### src/logic/aluPkg.sv
// datapath types
// alu operation select and register select
package aluPkg;

  // alu function, pass/inc/dec work on the b operand
  typedef enum logic [2:0] {
    AluPass,
    AluAdc,
    AluAnd,
    AluOra,
    AluEor,
    AluInc,
    AluDec
  } aluOp_t;

  // operand source and write-back target
  // RegNone means no register involved
  typedef enum logic [1:0] {
    RegA,
    RegX,
    RegY,
    RegNone
  } regSel_t;

endpackage

### src/logic/cpuPkg.sv
// 6502 subset instruction-set constants
// opcodes, start address, flag bit positions, instruction classes
package cpuPkg;

  // immediate loads
  localparam logic [7:0] OpLdaImm = 8'hA9;
  localparam logic [7:0] OpLdxImm = 8'hA2;
  localparam logic [7:0] OpLdyImm = 8'hA0;
  // immediate alu ops, binary mode only
  localparam logic [7:0] OpAdcImm = 8'h69;
  localparam logic [7:0] OpAndImm = 8'h29;
  localparam logic [7:0] OpOraImm = 8'h09;
  localparam logic [7:0] OpEorImm = 8'h49;
  // zero page stores
  localparam logic [7:0] OpStaZp = 8'h85;
  localparam logic [7:0] OpStxZp = 8'h86;
  localparam logic [7:0] OpStyZp = 8'h84;
  // register transfers
  localparam logic [7:0] OpTax = 8'hAA;
  localparam logic [7:0] OpTay = 8'hA8;
  localparam logic [7:0] OpTxa = 8'h8A;
  localparam logic [7:0] OpTya = 8'h98;
  // index counting
  localparam logic [7:0] OpInx = 8'hE8;
  localparam logic [7:0] OpIny = 8'hC8;
  localparam logic [7:0] OpDex = 8'hCA;
  localparam logic [7:0] OpDey = 8'h88;
  // flag ops and nop
  localparam logic [7:0] OpClc = 8'h18;
  localparam logic [7:0] OpSec = 8'h38;
  localparam logic [7:0] OpNop = 8'hEA;
  // relative branches, bits 7:6 pick the flag, bit 5 the sense
  localparam logic [7:0] OpBpl = 8'h10;
  localparam logic [7:0] OpBmi = 8'h30;
  localparam logic [7:0] OpBvc = 8'h50;
  localparam logic [7:0] OpBvs = 8'h70;
  localparam logic [7:0] OpBcc = 8'h90;
  localparam logic [7:0] OpBcs = 8'hB0;
  localparam logic [7:0] OpBne = 8'hD0;
  localparam logic [7:0] OpBeq = 8'hF0;

  // first fetch address after reset
  localparam logic [15:0] ResetAddr = 16'h0200;

  // index into the 4-bit flags word
  localparam logic [1:0] StatusN = 2'd3;
  localparam logic [1:0] StatusV = 2'd2;
  localparam logic [1:0] StatusZ = 2'd1;
  localparam logic [1:0] StatusC = 2'd0;

  // picks the T-state path through the FSM
  typedef enum logic [2:0] {ClsImm, ClsImplied, ClsStoreZp, ClsBranch, ClsIllegal} instrClass_t;

endpackage

### src/logic/alu.sv
// 8-bit alu, binary add with carry, logic ops, inc/dec
`timescale 1ns/10ps

module alu import aluPkg::*; (
  input  aluOp_t     aluOp,
  input  logic [7:0] a,
  input  logic [7:0] b,
  input  logic       carryIn,
  output logic [7:0] result,
  output logic       carryOut,
  output logic       overflow
);

  // ninth bit holds the carry out
  logic [8:0] sum;

  always_comb begin
    sum      = {1'b0, a} + {1'b0, b} + {8'h00, carryIn};
    result   = b;
    carryOut = 1'b0;
    overflow = 1'b0;
    case (aluOp)
      AluAdc: begin
        result   = sum[7:0];
        carryOut = sum[8];
        // same-sign inputs, result sign flipped
        overflow = (a[7] == b[7]) && (sum[7] != a[7]);
      end
      AluAnd: result = a & b;
      AluOra: result = a | b;
      AluEor: result = a ^ b;
      // index counting wraps, no carry involved
      AluInc: result = b + 8'd1;
      AluDec: result = b - 8'd1;
      AluPass: result = b;
      default: result = b;
    endcase
  end

endmodule

### src/logic/cpu6502Top.sv
// cpu top, control and datapath wiring, external bus
`timescale 1ns/10ps

module cpu6502Top import cpuPkg::*, aluPkg::*; (
  input  logic        phi0,
  input  logic        arstN,
  input  logic [7:0]  dataIn,
  output logic [15:0] addr,
  output logic [7:0]  dataOut,
  output logic        rw,
  output logic        sync
);

  // fsm strobes
  logic        pcInc;
  logic        pcBranch;
  logic        addrFromPc;
  logic        loadOpcode;
  logic        loadOperand;
  logic        commit;
  logic        memWrite;
  // decoded control word
  instrClass_t instrClass;
  aluOp_t      aluOp;
  regSel_t     srcReg;
  regSel_t     dstReg;
  logic        useOperand;
  logic        setNz;
  logic        setCv;
  logic        setC;
  logic        clrC;
  logic [1:0]  condSel;
  logic        condSense;
  // datapath
  logic [15:0] pc;
  logic [7:0]  opcodeReg;
  logic [7:0]  operandReg;
  logic [7:0]  srcData;
  logic [7:0]  accData;
  logic [7:0]  aluB;
  logic [7:0]  aluResult;
  logic        aluCarry;
  logic        aluOverflow;
  logic        carry;
  logic        branchTaken;

  // instruction register, starts out as a nop
  always_ff @(posedge phi0 or negedge arstN) begin
    if (!arstN) opcodeReg <= OpNop;
    else if (loadOpcode) opcodeReg <= dataIn;
  end

  // zero page address or branch offset, read in T1
  always_ff @(posedge phi0) begin
    if (loadOperand) operandReg <= dataIn;
  end

  timingFsm uFsm (
    .phi0(phi0), .arstN(arstN), .instrClass(instrClass), .branchTaken(branchTaken),
    .sync(sync), .pcInc(pcInc), .pcBranch(pcBranch), .addrFromPc(addrFromPc),
    .loadOpcode(loadOpcode), .loadOperand(loadOperand), .commit(commit),
    .memWrite(memWrite)
  );

  programCounter uPc (
    .phi0(phi0), .arstN(arstN), .pcInc(pcInc), .pcBranch(pcBranch),
    .offset(operandReg), .pc(pc)
  );

  instrDecode uDecode (
    .opcode(opcodeReg), .instrClass(instrClass), .aluOp(aluOp),
    .srcReg(srcReg), .dstReg(dstReg), .useOperand(useOperand),
    .setNz(setNz), .setCv(setCv), .setC(setC), .clrC(clrC),
    .condSel(condSel), .condSense(condSense)
  );

  // immediates come off the bus in the same T1 cycle they commit
  assign aluB = useOperand ? dataIn : srcData;

  alu uAlu (
    .aluOp(aluOp), .a(accData), .b(aluB), .carryIn(carry),
    .result(aluResult), .carryOut(aluCarry), .overflow(aluOverflow)
  );

  registerFile uRegs (
    .phi0(phi0), .arstN(arstN), .commit(commit), .dstReg(dstReg), .srcReg(srcReg),
    .wrData(aluResult), .srcData(srcData), .accData(accData)
  );

  statusReg uStatus (
    .phi0(phi0), .arstN(arstN), .commit(commit), .setNz(setNz), .setCv(setCv),
    .setC(setC), .clrC(clrC), .result(aluResult), .carryOut(aluCarry),
    .overflow(aluOverflow), .condSel(condSel), .condSense(condSense),
    .carry(carry), .branchTaken(branchTaken)
  );

  // external bus
  assign addr    = addrFromPc ? pc : {8'h00, operandReg};
  assign rw      = !memWrite;
  // store source register, only sampled when rw is low
  assign dataOut = srcData;

endmodule

### src/logic/instrDecode.sv
// opcode decoder, produces the datapath control word
`timescale 1ns/10ps

module instrDecode import cpuPkg::*, aluPkg::*; (
  input  logic [7:0]  opcode,
  output instrClass_t instrClass,
  output aluOp_t      aluOp,
  output regSel_t     srcReg,
  output regSel_t     dstReg,
  output logic        useOperand,
  output logic        setNz,
  output logic        setCv,
  output logic        setC,
  output logic        clrC,
  output logic [1:0]  condSel,
  output logic        condSense
);

  // branch test fields come straight from the opcode bits
  always_comb begin
    case (opcode[7:6])
      2'b00:   condSel = StatusN;
      2'b01:   condSel = StatusV;
      2'b10:   condSel = StatusC;
      default: condSel = StatusZ;
    endcase
    condSense = opcode[5];
  end

  // class and flag updates
  always_comb begin
    instrClass = ClsIllegal;
    useOperand = 1'b0;
    setNz      = 1'b0;
    setCv      = 1'b0;
    setC       = 1'b0;
    clrC       = 1'b0;
    case (opcode)
      OpLdaImm, OpLdxImm, OpLdyImm, OpAdcImm, OpAndImm, OpOraImm, OpEorImm: begin
        instrClass = ClsImm;
        useOperand = 1'b1;
        setNz      = 1'b1;
        setCv      = (opcode == OpAdcImm);
      end
      OpStaZp, OpStxZp, OpStyZp: instrClass = ClsStoreZp;
      OpTax, OpTay, OpTxa, OpTya, OpInx, OpIny, OpDex, OpDey: begin
        instrClass = ClsImplied;
        setNz      = 1'b1;
      end
      OpClc, OpSec, OpNop: begin
        instrClass = ClsImplied;
        setC       = (opcode == OpSec);
        clrC       = (opcode == OpClc);
      end
      OpBpl, OpBmi, OpBvc, OpBvs, OpBcc, OpBcs, OpBne, OpBeq: instrClass = ClsBranch;
      // illegal opcodes fall through as a nop
      default: instrClass = ClsIllegal;
    endcase
  end

  // write-back target
  always_comb begin
    case (opcode)
      OpLdaImm, OpAdcImm, OpAndImm, OpOraImm, OpEorImm, OpTxa, OpTya: dstReg = RegA;
      OpLdxImm, OpTax, OpInx, OpDex: dstReg = RegX;
      OpLdyImm, OpTay, OpIny, OpDey: dstReg = RegY;
      default: dstReg = RegNone;
    endcase
  end

  // operand source, also the store data
  always_comb begin
    case (opcode)
      OpStaZp, OpTax, OpTay: srcReg = RegA;
      OpStxZp, OpTxa, OpInx, OpDex: srcReg = RegX;
      OpStyZp, OpTya, OpIny, OpDey: srcReg = RegY;
      default: srcReg = RegNone;
    endcase
  end

  // alu function, loads and transfers just pass b
  always_comb begin
    case (opcode)
      OpAdcImm: aluOp = AluAdc;
      OpAndImm: aluOp = AluAnd;
      OpOraImm: aluOp = AluOra;
      OpEorImm: aluOp = AluEor;
      OpInx, OpIny: aluOp = AluInc;
      OpDex, OpDey: aluOp = AluDec;
      default: aluOp = AluPass;
    endcase
  end

endmodule

### src/logic/programCounter.sv
// program counter, increment and relative branch add
`timescale 1ns/10ps

module programCounter import cpuPkg::*; (
  input  logic        phi0,
  input  logic        arstN,
  input  logic        pcInc,
  input  logic        pcBranch,
  input  logic [7:0]  offset,
  output logic [15:0] pc
);

  logic [15:0] offsetExt;

  // branch offset is signed, extend to full width
  assign offsetExt = {{8{offset[7]}}, offset};

  always_ff @(posedge phi0 or negedge arstN) begin
    if (!arstN) begin
      pc <= ResetAddr;
    end else if (pcBranch) begin
      // carry runs into the high byte, no page fixup cycle
      pc <= pc + offsetExt;
    end else if (pcInc) begin
      pc <= pc + 16'd1;
    end
  end

endmodule

### src/logic/registerFile.sv
// A, X and Y registers with write-back and source select
`timescale 1ns/10ps

module registerFile import aluPkg::*; (
  input  logic       phi0,
  input  logic       arstN,
  input  logic       commit,
  input  regSel_t    dstReg,
  input  regSel_t    srcReg,
  input  logic [7:0] wrData,
  output logic [7:0] srcData,
  output logic [7:0] accData
);

  logic [7:0] aReg;
  logic [7:0] xReg;
  logic [7:0] yReg;

  always_ff @(posedge phi0 or negedge arstN) begin
    if (!arstN) begin
      aReg <= 8'h00;
      xReg <= 8'h00;
      yReg <= 8'h00;
    end else if (commit) begin
      // RegNone leaves all three alone
      case (dstReg)
        RegA: aReg <= wrData;
        RegX: xReg <= wrData;
        RegY: yReg <= wrData;
        default: ;
      endcase
    end
  end

  // feeds alu b and the store data path
  always_comb begin
    case (srcReg)
      RegA:    srcData = aReg;
      RegX:    srcData = xReg;
      RegY:    srcData = yReg;
      default: srcData = 8'h00;
    endcase
  end

  // accumulator for two-operand ops
  assign accData = aReg;

endmodule

### src/logic/statusReg.sv
// N, V, Z, C flags and the branch condition test
`timescale 1ns/10ps

module statusReg import cpuPkg::*; (
  input  logic       phi0,
  input  logic       arstN,
  input  logic       commit,
  input  logic       setNz,
  input  logic       setCv,
  input  logic       setC,
  input  logic       clrC,
  input  logic [7:0] result,
  input  logic       carryOut,
  input  logic       overflow,
  input  logic [1:0] condSel,
  input  logic       condSense,
  output logic       carry,
  output logic       branchTaken
);

  logic [3:0] flags;

  always_ff @(posedge phi0 or negedge arstN) begin
    if (!arstN) begin
      flags <= 4'h0;
    end else if (commit) begin
      if (setNz) begin
        flags[StatusN] <= result[7];
        flags[StatusZ] <= (result == 8'h00);
      end
      // adc only
      if (setCv) begin
        flags[StatusC] <= carryOut;
        flags[StatusV] <= overflow;
      end
      // sec / clc
      if (setC) flags[StatusC] <= 1'b1;
      else if (clrC) flags[StatusC] <= 1'b0;
    end
  end

  assign carry = flags[StatusC];
  // condSel is already a flag index
  assign branchTaken = (flags[condSel] == condSense);

endmodule

### src/logic/timingFsm.sv
// timing state machine, steps T0/T1/T2 and issues per-cycle strobes
`timescale 1ns/10ps

module timingFsm import cpuPkg::*; (
  input  logic        phi0,
  input  logic        arstN,
  input  instrClass_t instrClass,
  input  logic        branchTaken,
  output logic        sync,
  output logic        pcInc,
  output logic        pcBranch,
  output logic        addrFromPc,
  output logic        loadOpcode,
  output logic        loadOperand,
  output logic        commit,
  output logic        memWrite
);

  typedef enum logic [1:0] {T0, T1, T2} tState_t;

  tState_t state;
  tState_t stateNext;
  // low during reset, keeps the first fetch from starting early
  logic    running;
  logic    fetch;

  always_ff @(posedge phi0 or negedge arstN) begin
    if (!arstN) begin
      state   <= T0;
      running <= 1'b0;
    end else begin
      state   <= stateNext;
      running <= 1'b1;
    end
  end

  // opcode fetch cycle
  assign fetch = running && (state == T0);

  always_comb begin
    stateNext = state;
    case (state)
      T0: begin
        if (running) stateNext = T1;
      end
      T1: begin
        // stores and taken branches need the extra cycle
        if (instrClass == ClsStoreZp) stateNext = T2;
        else if (instrClass == ClsBranch && branchTaken) stateNext = T2;
        else stateNext = T0;
      end
      default: stateNext = T0;
    endcase
  end

  assign sync        = fetch;
  assign loadOpcode  = fetch;
  // implied ops and illegals leave the pc on the next opcode
  assign pcInc       = fetch || (state == T1 && instrClass != ClsImplied
                                 && instrClass != ClsIllegal);
  // operand latched in every T1, used by stores and branches
  assign loadOperand = (state == T1);
  assign commit      = (state == T1) && (instrClass == ClsImm || instrClass == ClsImplied);
  assign memWrite    = (state == T2) && (instrClass == ClsStoreZp);
  assign pcBranch    = (state == T2) && (instrClass == ClsBranch);
  // only the store write cycle addresses zero page
  assign addrFromPc  = !memWrite;

endmodule

### config.mk
export PLATFORM = sky130hd
export DESIGN_NAME = cpu6502Top
export DESIGN_NICKNAME = d
export VERILOG_FILES = /design/src/logic/aluPkg.sv /design/src/logic/cpuPkg.sv /design/src/logic/alu.sv /design/src/logic/cpu6502Top.sv /design/src/logic/instrDecode.sv /design/src/logic/programCounter.sv /design/src/logic/registerFile.sv /design/src/logic/statusReg.sv /design/src/logic/timingFsm.sv
export SDC_FILE = /design/constraint.sdc
export NUM_CORES = 1
export LEC_CHECK = 0
export ABC_AREA = 1
export BUFFER_PORTS_ARGS = -buffer_cell sky130_fd_sc_hd__buf_2
export CORE_ASPECT_RATIO = 0.9
export CORE_MARGIN = 2
export CORE_UTILIZATION = 30
export DETAILED_ROUTE_END_ITERATION = 10
export PLACE_DENSITY = 0.54
export SLEW_MARGIN = 20
export SYNTH_ARGS = -nofsm -noshare
export SYNTH_HDL_FRONTEND = slang
export SYNTH_SLANG_ARGS = --single-unit
### constraint.sdc
create_clock -name phi0 -period 11.3 [get_ports phi0]
set_clock_uncertainty 0.1 [all_clocks]
set_input_delay 2.26 -clock phi0 [delete_from_list [all_inputs] [get_ports phi0]]
set_output_delay 2.26 -clock phi0 [all_outputs]
set_load 0.02 [all_outputs]
**Word level (Yosys, flattened, before mapping)**

Cells that the tools add are included.

- $add $sub $neg: 6
- $lt $le $gt $ge: 1
- Equal/unequal tests: 52
- Mux-type cells: 27
- Bitwise gates (word level): 3
- Reductions and logical operators: 39

Operators by type and width:

| operator | count |
|---|---|
| 8-bit == test (second input constant) | 19 |
| 16-bit two-way mux | 3 |
| 8-bit one-hot mux with 6 select lines | 1 |
| 8-bit by 7-bit == test with 1-bit output (second input constant) | 4 |
| 8-bit by 6-bit == test with 1-bit output (second input constant) | 3 |
| 8-bit one-hot mux with 3 select lines | 1 |
| 2-bit one-hot mux with 3 select lines | 3 |
| 3-bit one-hot mux with 6 select lines | 1 |
| 16-bit by 1-bit adder with 16-bit output (second input constant) | 1 |
| 16-bit adder | 1 |
| 8-bit by 5-bit == test with 1-bit output (second input constant) | 2 |
| 4-bit OR reduction | 4 |
| 15-bit OR reduction | 1 |
| 7-bit OR reduction | 2 |
| 3-bit by 2-bit == test with 1-bit output (second input constant) | 4 |
| 3-bit one-hot mux with 4 select lines | 1 |
| 2-bit AND reduction | 6 |
| 1-bit two-way mux | 11 |
| 11-bit OR reduction | 1 |
| 8-bit by 8-bit adder with 9-bit output | 1 |
| 9-bit by 1-bit adder with 9-bit output | 1 |
| 3-bit == test (second input constant) | 3 |
| 3-bit OR reduction | 3 |
| 8-bit by 1-bit adder with 8-bit output (second input constant) | 1 |
| 28 further kinds | 50 |

- Flip-flop bits (word level): 63
- Bits of input ports: 10
- Output and inout port bits: 26
- Word-level logic and storage cells: 139

**Longest topological paths before layout**

Gate-level depths: netlist of run 1.

- Depth in word-level cells: 12
- Depth in mapped cells: 28
- Mapped depth without buffers: 28

**By module**

From an unflattened synthesis of run 1, not the netlist that was laid out.

- Cells, all modules: 912
- Area total of the unflattened synthesis: 5994.5 sq um

Modules (own cells, without submodules):

| module | instances | cells each | area an instance (sq um) | sequential area each (sq um) |
|---|---|---|---|---|
| programCounter | 1 | 248 | 1607.8 | 401.6 |
| registerFile | 1 | 144 | 1231.2 | 600.6 |
| alu | 1 | 213 | 1199.9 | 0.0 |
| cpu6502Top | 1 | 112 | 845.8 | 446.7 |
| instrDecode | 1 | 125 | 631.9 | 0.0 |
| statusReg | 1 | 40 | 275.3 | 100.1 |
| timingFsm | 1 | 30 | 202.7 | 75.1 |

**Worst setup path before layout of run 1**

OpenSTA, ideal clock, no wires.

- Kind: in2reg
- Start: input dataIn[0]
- End: register uStatus.flags[1]
- Library setup time: 65 ps
- Arrival: 4359 ps
- Required time: 11135 ps
- Slack: 6776 ps
- Cell stages on the path: 16
- Buffers on the path: 0
- Path through: nand2_1 nand3_2 fa_1 fa_1 a31oi_1 xor2_1 inv_1 nand2_1 nand3_1 o21ai_2 nand2_1 nor2_1 nand2_1 nor2_1 nand3_1 nand2_1

- Word-level cells in the longest chain between the ends: 5
- Elaborated cells between the ends (all ways): 10
- Those cells by class: add/sub: 4; mux: 2; bitwise: 3; reduce/logical: 1

RTL lines:

| item | RTL line | RTL |
|---|---|---|
| start, declared | cpu6502Top.sv:7 | `input logic [7:0] dataIn,` |
| 8-bit two-way mux * | cpu6502Top.sv:78 | `assign aluB = useOperand ? dataIn : srcData;` |
| 8-bit by 8-bit adder with 9-bit output | alu.sv:18 | `sum = {1'b0, a} + {1'b0, b} + {8'h00, carryIn};` |
| 9-bit by 1-bit adder with 9-bit output | alu.sv:18 |  |
| 8-bit one-hot mux with 6 select lines * | alu.sv:22 | `case (aluOp)` |
| 8-bit logical NOT * | statusReg.sv:29 | `flags[StatusZ] <= (result == 8'h00);` |
| end signal, assigned by index | statusReg.sv:28 | `flags[StatusN] <= result[7];` |
| end signal, assigned by index | statusReg.sv:29 |  |
| end signal, assigned by index | statusReg.sv:33 | `flags[StatusC] <= carryOut;` |
| end, declared | statusReg.sv:21 | `logic [3:0] flags;` |

Every way passes the cells marked *; elsewhere a longest branch is shown, timed or not.
A chain may end at the register's enable or synchronous reset.

**Final worst setup path of run 1**

- Start: register opcodeReg[6]
- End: output dataOut[7]

- Word-level cells in the longest chain between the ends: 5
- Elaborated cells between the ends (all ways): 19
- Those cells by class: eq/ne: 13; mux: 2; reduce/logical: 4

RTL lines:

| item | RTL line | RTL |
|---|---|---|
| start, declared | cpu6502Top.sv:36 | `logic [7:0] opcodeReg;` |
| start signal, assigned | cpu6502Top.sv:49 | `if (!arstN) opcodeReg <= OpNop;` |
| start signal, assigned | cpu6502Top.sv:50 | `else if (loadOpcode) opcodeReg <= dataIn;` |
| 8-bit == test | instrDecode.sv:73 | `case (opcode)` |
| 4-bit OR reduction / 3-bit OR reduction (equally long branches) | instrDecode.sv:73 |  |
| 2-bit one-hot mux with 3 select lines * | instrDecode.sv:73 |  |
| 2-bit == test (tied with other cells) | registerFile.sv:37 | `case (srcReg)` |
| 8-bit one-hot mux with 3 select lines * | registerFile.sv:37 |  |
| end, declared | cpu6502Top.sv:9 | `output logic [7:0] dataOut,` |

Marked as above.

==> results of run 1 <==
==> flip-flops by register name (all words and copies together) (netlist names) <==
| name | flops |
|---|---|
| uPc.pc | 16 |
| opcodeReg | 8 |
| operandReg | 8 |
| uRegs.accData | 8 |
| uRegs.xReg | 8 |
| uRegs.yReg | 8 |
| uStatus.flags | 4 |
| uFsm.state | 2 |
| uFsm.running | 1 |
==> worst paths after layout <==
check	end	slack, ns	start	depth (start not counted)
setup / recovery	dataOut[7]	6.22	opcodeReg[6]$_DFFE_PN1P_	13
hold / removal	uPc.pc[15]$_DFFE_PN0P_	0.37	uPc.pc[15]$_DFFE_PN0P_	1
setup reg to reg	uPc.pc[12]$_DFFE_PN0P_	6.90	opcodeReg[6]$_DFFE_PN1P_	19
hold reg to reg	uPc.pc[15]$_DFFE_PN0P_	0.37	uPc.pc[15]$_DFFE_PN0P_	1
max in group asynchronous	uPc.pc[13]$_DFFE_PN0P_	8.63	arstN	2
min in group asynchronous	uPc.pc[3]$_DFFE_PN0P_	1.97	arstN	2
==> metrics by stage <==
stage / power [W] / cell area, um^2 / cells
after floorplan: 0.000568 / 5540 / 785
after global placement: 0.000671 / 6000 / 1058
after detailed placement: 0.000669 / 6000 / 1058
after CTS: 0.000954 / 6300 / 1074
after global routing: 0.00102 / 6300 / 1074
final: 0.000949 / 6300 / 1074
==> layout make-up <==
type,count,area share (%)
clock buffers,11,3.85
clock inverters,5,0.914
inverters,114,6.83
multi-input cells,598,54.6
flip-flops and latches,63,25.8
well taps,245,4.87
repair buffers,38,3.14
==> kinds of logic after synthesis <==
logic type / count (synthesis) / share of synthesized area, %
simple gates: 396 / 33.8
other cells: 1 / 0.0677
compound gates: 136 / 14.2
fa+ha+maj: 46 / 10.9
flops: 63 / 29.3
mux: 1 / 0.181
buf+inv: 124 / 8.65
xor+xnor: 18 / 2.85
==> layer usage <==
metal	vias to the layer above	track usage [%]	wire, um
li1	2622	-	-
met3	18	1.55	473
met4	0	5.18	262
met1	2271	23.1	7680
met2	102	26.0	7050
met5	-	0	0
==> synthesized netlist by cell type (11+ instances only) <==
| cell type | count | share of area, % |
|---|---|---|
| nand3_1 | 42 | 3.8 |
| o21ai_0 | 59 | 5.3 |
| a21oi_1 | 36 | 3.3 |
| nand2_2 | 14 | 1.6 |
| xor2_1 | 13 | 2.1 |
| dfrtp_1 | 49 | 22 |
| nor2_1 | 79 | 5.4 |
| inv_1 | 104 | 7.0 |
| nor3_1 | 12 | 1.1 |
| nand2_1 | 197 | 13 |
| o21ai_1 | 11 | 0.99 |
| nor2_2 | 12 | 1.4 |
| ha_1 | 42 | 9.5 |
==> worst register-to-register path, cell delays in order (launching register included) <==
cell and delay (ns):
dfstp_2 0.57, inv_1 0.08, ha_1 0.29, nor2_1 0.17, a31oi_1 0.16, nand2_1 0.33, or2_2 0.18, ha_1 0.16
inv_1 0.06, fa_1 0.39, o21ai_0 0.34, a21oi_1 0.12, o21bai_1 0.29, a21boi_0 0.21, o21ai_0 0.25, nand2_1 0.10
o21ai_0 0.22, nand2_1 0.07, nand2_1 0.06, o22ai_1 0.08
==> power by group through the flow <==
| stage | Sequential [W] | Combinational, W | Clock [W] |
|---|---|---|---|
| after global placement | 0.000307 | 0.000365 | 0 |
| after detailed placement | 0.000306 | 0.000363 | 0 |
| final | 0.000303 | 0.000363 | 0.000283 |
| after CTS | 0.000303 | 0.000364 | 0.000287 |
| after floorplan | 0.000295 | 0.000273 | 0 |
| after global routing | 0.000308 | 0.000412 | 0.000297 |
==> impl_metrics.toml, run 1 <==
[run_status]
status = "finished, final reports clean"

[power_and_ir_drop]
power_frac_comb_pct = 38.3
ir_drop_uv = 70.9
swShare_pct = 40.1
p_seq_share_pct = 31.9
p_leak_nw = 3.29
clkPwrFrac_pct = 29.8
p_int_w = 0.000568
p_switching_w = 0.000381
power.density_nw_per_um2 = 151

[critical_path]
cp_slowest_cell = "dfstp_2"
cpMostUsedCell = "nand2_1"
path_class = "reg2out"
crit_fanout = 6
required_ns = 8.94
path_cells = "inv_1, ha_1, inv_1, nor2_1, nand2_1, nand2_1, inv_1, nand2_1, nand2_1, nand2_1, nor2_1, inv_1, buf_2"
crit_arrival_ns = 2.72
max_stage_delay_ns = 0.57
crit_buf_inv = 5
path_delay_family = "simple AND/OR/NAND/NOR gates"
start_kind = "register"
cp-end-kind = "output pin"

[logic_synthesis]
syn_inst = 785
ys_ff_latch = 63
synth-edff-count = 8
synthFlopType = "dfrtp_1"
synth_nets = 841
synth_cell_type_count = 53
ys_warn_count = 0
synthesis.area_um2 = 5540
async_reset_ff_share_pct = 87.3
avgSynthCellArea_um2 = 7.05
yosysSeqAreaShare_pct = 29.3

[layout]
drive_gt1_share_pct = 15.6
final_common_cell = "nand2_1"
register_area_um2 = 1620
syn2layout_area_growth_pct = 13.7
multi_input_area_um2 = 3440
num-nets-final = 880
mostFrequentLayoutCells = "197 x nand2_1, 104 x inv_1, 79 x nor2_1"
finish.utilization_pct = 34.6
diodes = 0
fillers = 1991

[clock_network]
clock_path_buffers = 2
cts_root_buf = "clkbuf_16"
cts_hold_buffers = 0
numCtsBuffers = 9
htreeDepth = 3
clock-sinks = 63
cts_tree = "done"
post_cts_resized = 0
cts_setup_buffers = 0
clk_pin_slew_worst_paths_ns = 0.05
clk_latency_ns = 0.33

[placed_design]
pre_cts_slack_ns = 6.34
hpwl_um = 12300
io_buffers = 35
gp_congestion = 0.920

[floorplan]
io_pins = 36
die_h_um = 133
placementRows = 47
initial_core_util_pct = 30.4
dieArea_um2 = 19600
die_width_um = 147
coreArea_um2 = 18200

[sta]
final-hold-violation-count = 0
fin_crit_sh_pct = 45.0
slew_headroom_pct = 40.1
max_slew.worst_pin.slew_ns = 0.897
setup_viol_count_final = 0
slew_violations = 0
rsz0062_at_grt = "no"
worst_slack_ns = 6.22
whs_ns = 0.369
fin_crit_ns = 5.08
fmax_mhz = 197
fin_setup_tns_ns = 0

[global_route]
antenna_found_initial = 0
grt_usage_pct = 16.2
grt_pass1_vias = 4677
grt_max_degree = 56
grt_pass1_wl_um = 25300
gr-total-overflow = 0

[detailed_routing]
routed_wl_um = 15500
postRouteAntennaNets = 0
post_drt_wl_per_cell_um = 14.4
vias = 5013
first_iter_violations = 340
drt-pass1-iter-count = 5
drc_errors = 0
avgViaCountPerCell = 4.67

[run]
maxCapViolations = 0

[hold_path]
hp-class = "reg2reg"
Power figures use the tool's default switching activity.
==> run 2, diff against run 1 <==
--- a/config.mk
+++ b/config.mk
@@ -11,7 +11,7 @@
 export CORE_MARGIN = 2
 export CORE_UTILIZATION = 30
 export DETAILED_ROUTE_END_ITERATION = 10
-export PLACE_DENSITY = 0.54
+export PLACE_DENSITY = 0.56
 export SLEW_MARGIN = 20
 export SYNTH_ARGS = -nofsm -noshare
 export SYNTH_HDL_FRONTEND = slang
==> constraint.sdc (replaced) <==
create_clock -name phi0 -period 4.45 [get_ports phi0]
set_clock_uncertainty 0.1 [all_clocks]
set_input_delay 0.89 -clock phi0 [delete_from_list [all_inputs] [get_ports phi0]]
set_output_delay 0.89 -clock phi0 [all_outputs]
set_load 0.02 [all_outputs]
==> run 2 against run 1 <==
  * Sequential share of layout area fell by 0.22 points
  * Total power rose to 2.6 times the previous value
  * Core utilization increased by 0.30 points
  * Combinational power rose to 2.6 times the previous value
  * Critical endpoint is now uPc.pc[12]$_DFFE_PN0P_
  * Highest routed layer unchanged
==> impl_metrics.toml, run 2 (synthesis results as in run 1) <==
[run_status]
status = "finished, final reports clean"

[power_and_ir_drop]
power_frac_comb_pct = 38.2
power.density_nw_per_um2 = 393
total_power_w = 0.00249
swShare_pct = 39.9
p_int_w = 0.00150
p_leak_nw = 3.32
ir_drop_uv = 168
p_switching_w = 0.000995
clkPwrFrac_pct = 30.9
p_seq_share_pct = 31.0

[floorplan]
initial_core_util_pct = 30.4
placementRows = 47
dieArea_um2 = 19600
coreArea_um2 = 18200
die_width_um = 147
io_pins = 36
die_h_um = 133

[placed_design]
gp_congestion = 0.941
place_area_um2 = 6030
hpwl_um = 12700
io_buffers = 35
place_inst = 1062

[critical_path]
required_ns = 4.54
cp-end-kind = "register"
timing.reg2reg.setup_slack_ns = 0.45
crit_arrival_ns = 4.09
start_kind = "register"
crit_fanout = 6
path_class = "reg2reg"

[global_route]
grt_pass1_vias = 4874
gr-total-overflow = 0
antenna_found_initial = 0
grt_pass1_wl_um = 26200
grt_max_degree = 32
grt_usage_pct = 16.9

[sta]
fmax_mhz = 250
fin_crit_sh_pct = 89.9
slew_headroom_pct = 39.0
max_slew.worst_pin.slew_ns = 0.913
final-hold-violation-count = 0
fin_setup_tns_ns = 0
fin_crit_ns = 4.00
rsz0062_at_grt = "no"
setup_viol_count_final = 0
slew_violations = 0
whs_ns = 0.373

[clock_network]
numCtsBuffers = 9
clk_pin_slew_worst_paths_ns = 0.06
htreeDepth = 3
clk_latency_ns = 0.34
cts_hold_buffers = 0
cts_root_buf = "clkbuf_16"
cts_tree = "done"
clock-sinks = 63
cts_setup_buffers = 0
clock_path_buffers = 2
post_cts_resized = 0

[layout]
drive_gt1_share_pct = 16.1
syn2layout_area_growth_pct = 14.7
num-nets-final = 884
fillers = 2001
mostFrequentLayoutCells = "197 x nand2_1, 104 x inv_1, 79 x nor2_1"
final_common_cell = "nand2_1"
regMostFlops = "uPc.pc"
design_area_um2 = 6350
fin_cells = 1078
diodes = 0
largest_register_ffs = 16

[detailed_routing]
drc_errors = 0
post_drt_wl_per_cell_um = 14.6
vias = 5124
postRouteAntennaNets = 0
drt-pass1-iter-count = 5
first_iter_violations = 388
avgViaCountPerCell = 4.75
routed_wl_um = 15800

[run]
maxCapViolations = 0

[hold_path]
hp-class = "reg2reg"
-- run 2: power groups by stage --
stage | registers, W | clock network [W] | logic, W
after floorplan | 0.000750 | 0 | 0.000693
after global placement | 0.000779 | 0 | 0.000941
after detailed placement | 0.000778 | 0 | 0.000948
after CTS | 0.000771 | 0.000792 | 0.000950
after global routing | 0.000785 | 0.000814 | 0.00107
final | 0.000772 | 0.000770 | 0.000952
-- run 2: critical path, stage by stage (launching register included) --
cell,delay [ns]
dfstp_2,0.56
inv_1,0.07
ha_1,0.28
nor2_1,0.20
a31oi_1,0.20
nand2_1,0.19
or2_2,0.14
ha_1,0.17
inv_1,0.06
fa_1,0.40
o21ai_1,0.23
a21oi_1,0.12
o21bai_2,0.19
a21boi_0,0.17
o21ai_0,0.24
nand2_1,0.09
o21ai_0,0.22
nand2_1,0.08
nand2_1,0.06
o22ai_1,0.08
-- run 2: cell type report --
type | count | area [um^2] | area share [%]
multi-input cells | 598 | 3440 | 54.2
flip-flops and latches | 63 | 1620 | 25.6
inverters | 114 | 430 | 6.77
well taps | 245 | 307 | 4.82
repair buffers | 42 | 228 | 3.58
clock buffers | 9 | 225 | 3.54
clock inverters | 7 | 96.3 | 1.52
-- run 2: layer usage --
| metal | vias up | global-route usage [%] | part of all wire, % |
|---|---|---|---|
| met5 | - | 0 | 0 |
| met1 | 2350 | 24.1 | 49 |
| met4 | 0 | 4.17 | 1.6 |
| li1 | 2630 | - | - |
| met3 | 19 | 3.34 | 5.5 |
| met2 | 125 | 26.5 | 44 |
-- run 2: through the flow --
stage,setup WS [ns],util (%)
after floorplan,0.724,-
after CTS,0.276,34.8
after detailed placement,0.304,33.1
after global routing,0.0235,34.9
final,0.449,34.9
after global placement,0.292,33.1
-- run 2: path summary, 6_finish.rpt --
kind,end,startpoint,cells past startpoint
max,uPc.pc[12]$_DFFE_PN0P_,opcodeReg[6]$_DFFE_PN1P_,19
min,uPc.pc[15]$_DFFE_PN0P_,uPc.pc[15]$_DFFE_PN0P_,1
max reg2reg,uPc.pc[12]$_DFFE_PN0P_,opcodeReg[6]$_DFFE_PN1P_,19
min reg2reg,uPc.pc[15]$_DFFE_PN0P_,uPc.pc[15]$_DFFE_PN0P_,1
max in group asynchronous,uRegs.accData[0]$_DFFE_PN0P_,arstN,2
min in group asynchronous,uPc.pc[3]$_DFFE_PN0P_,arstN,1
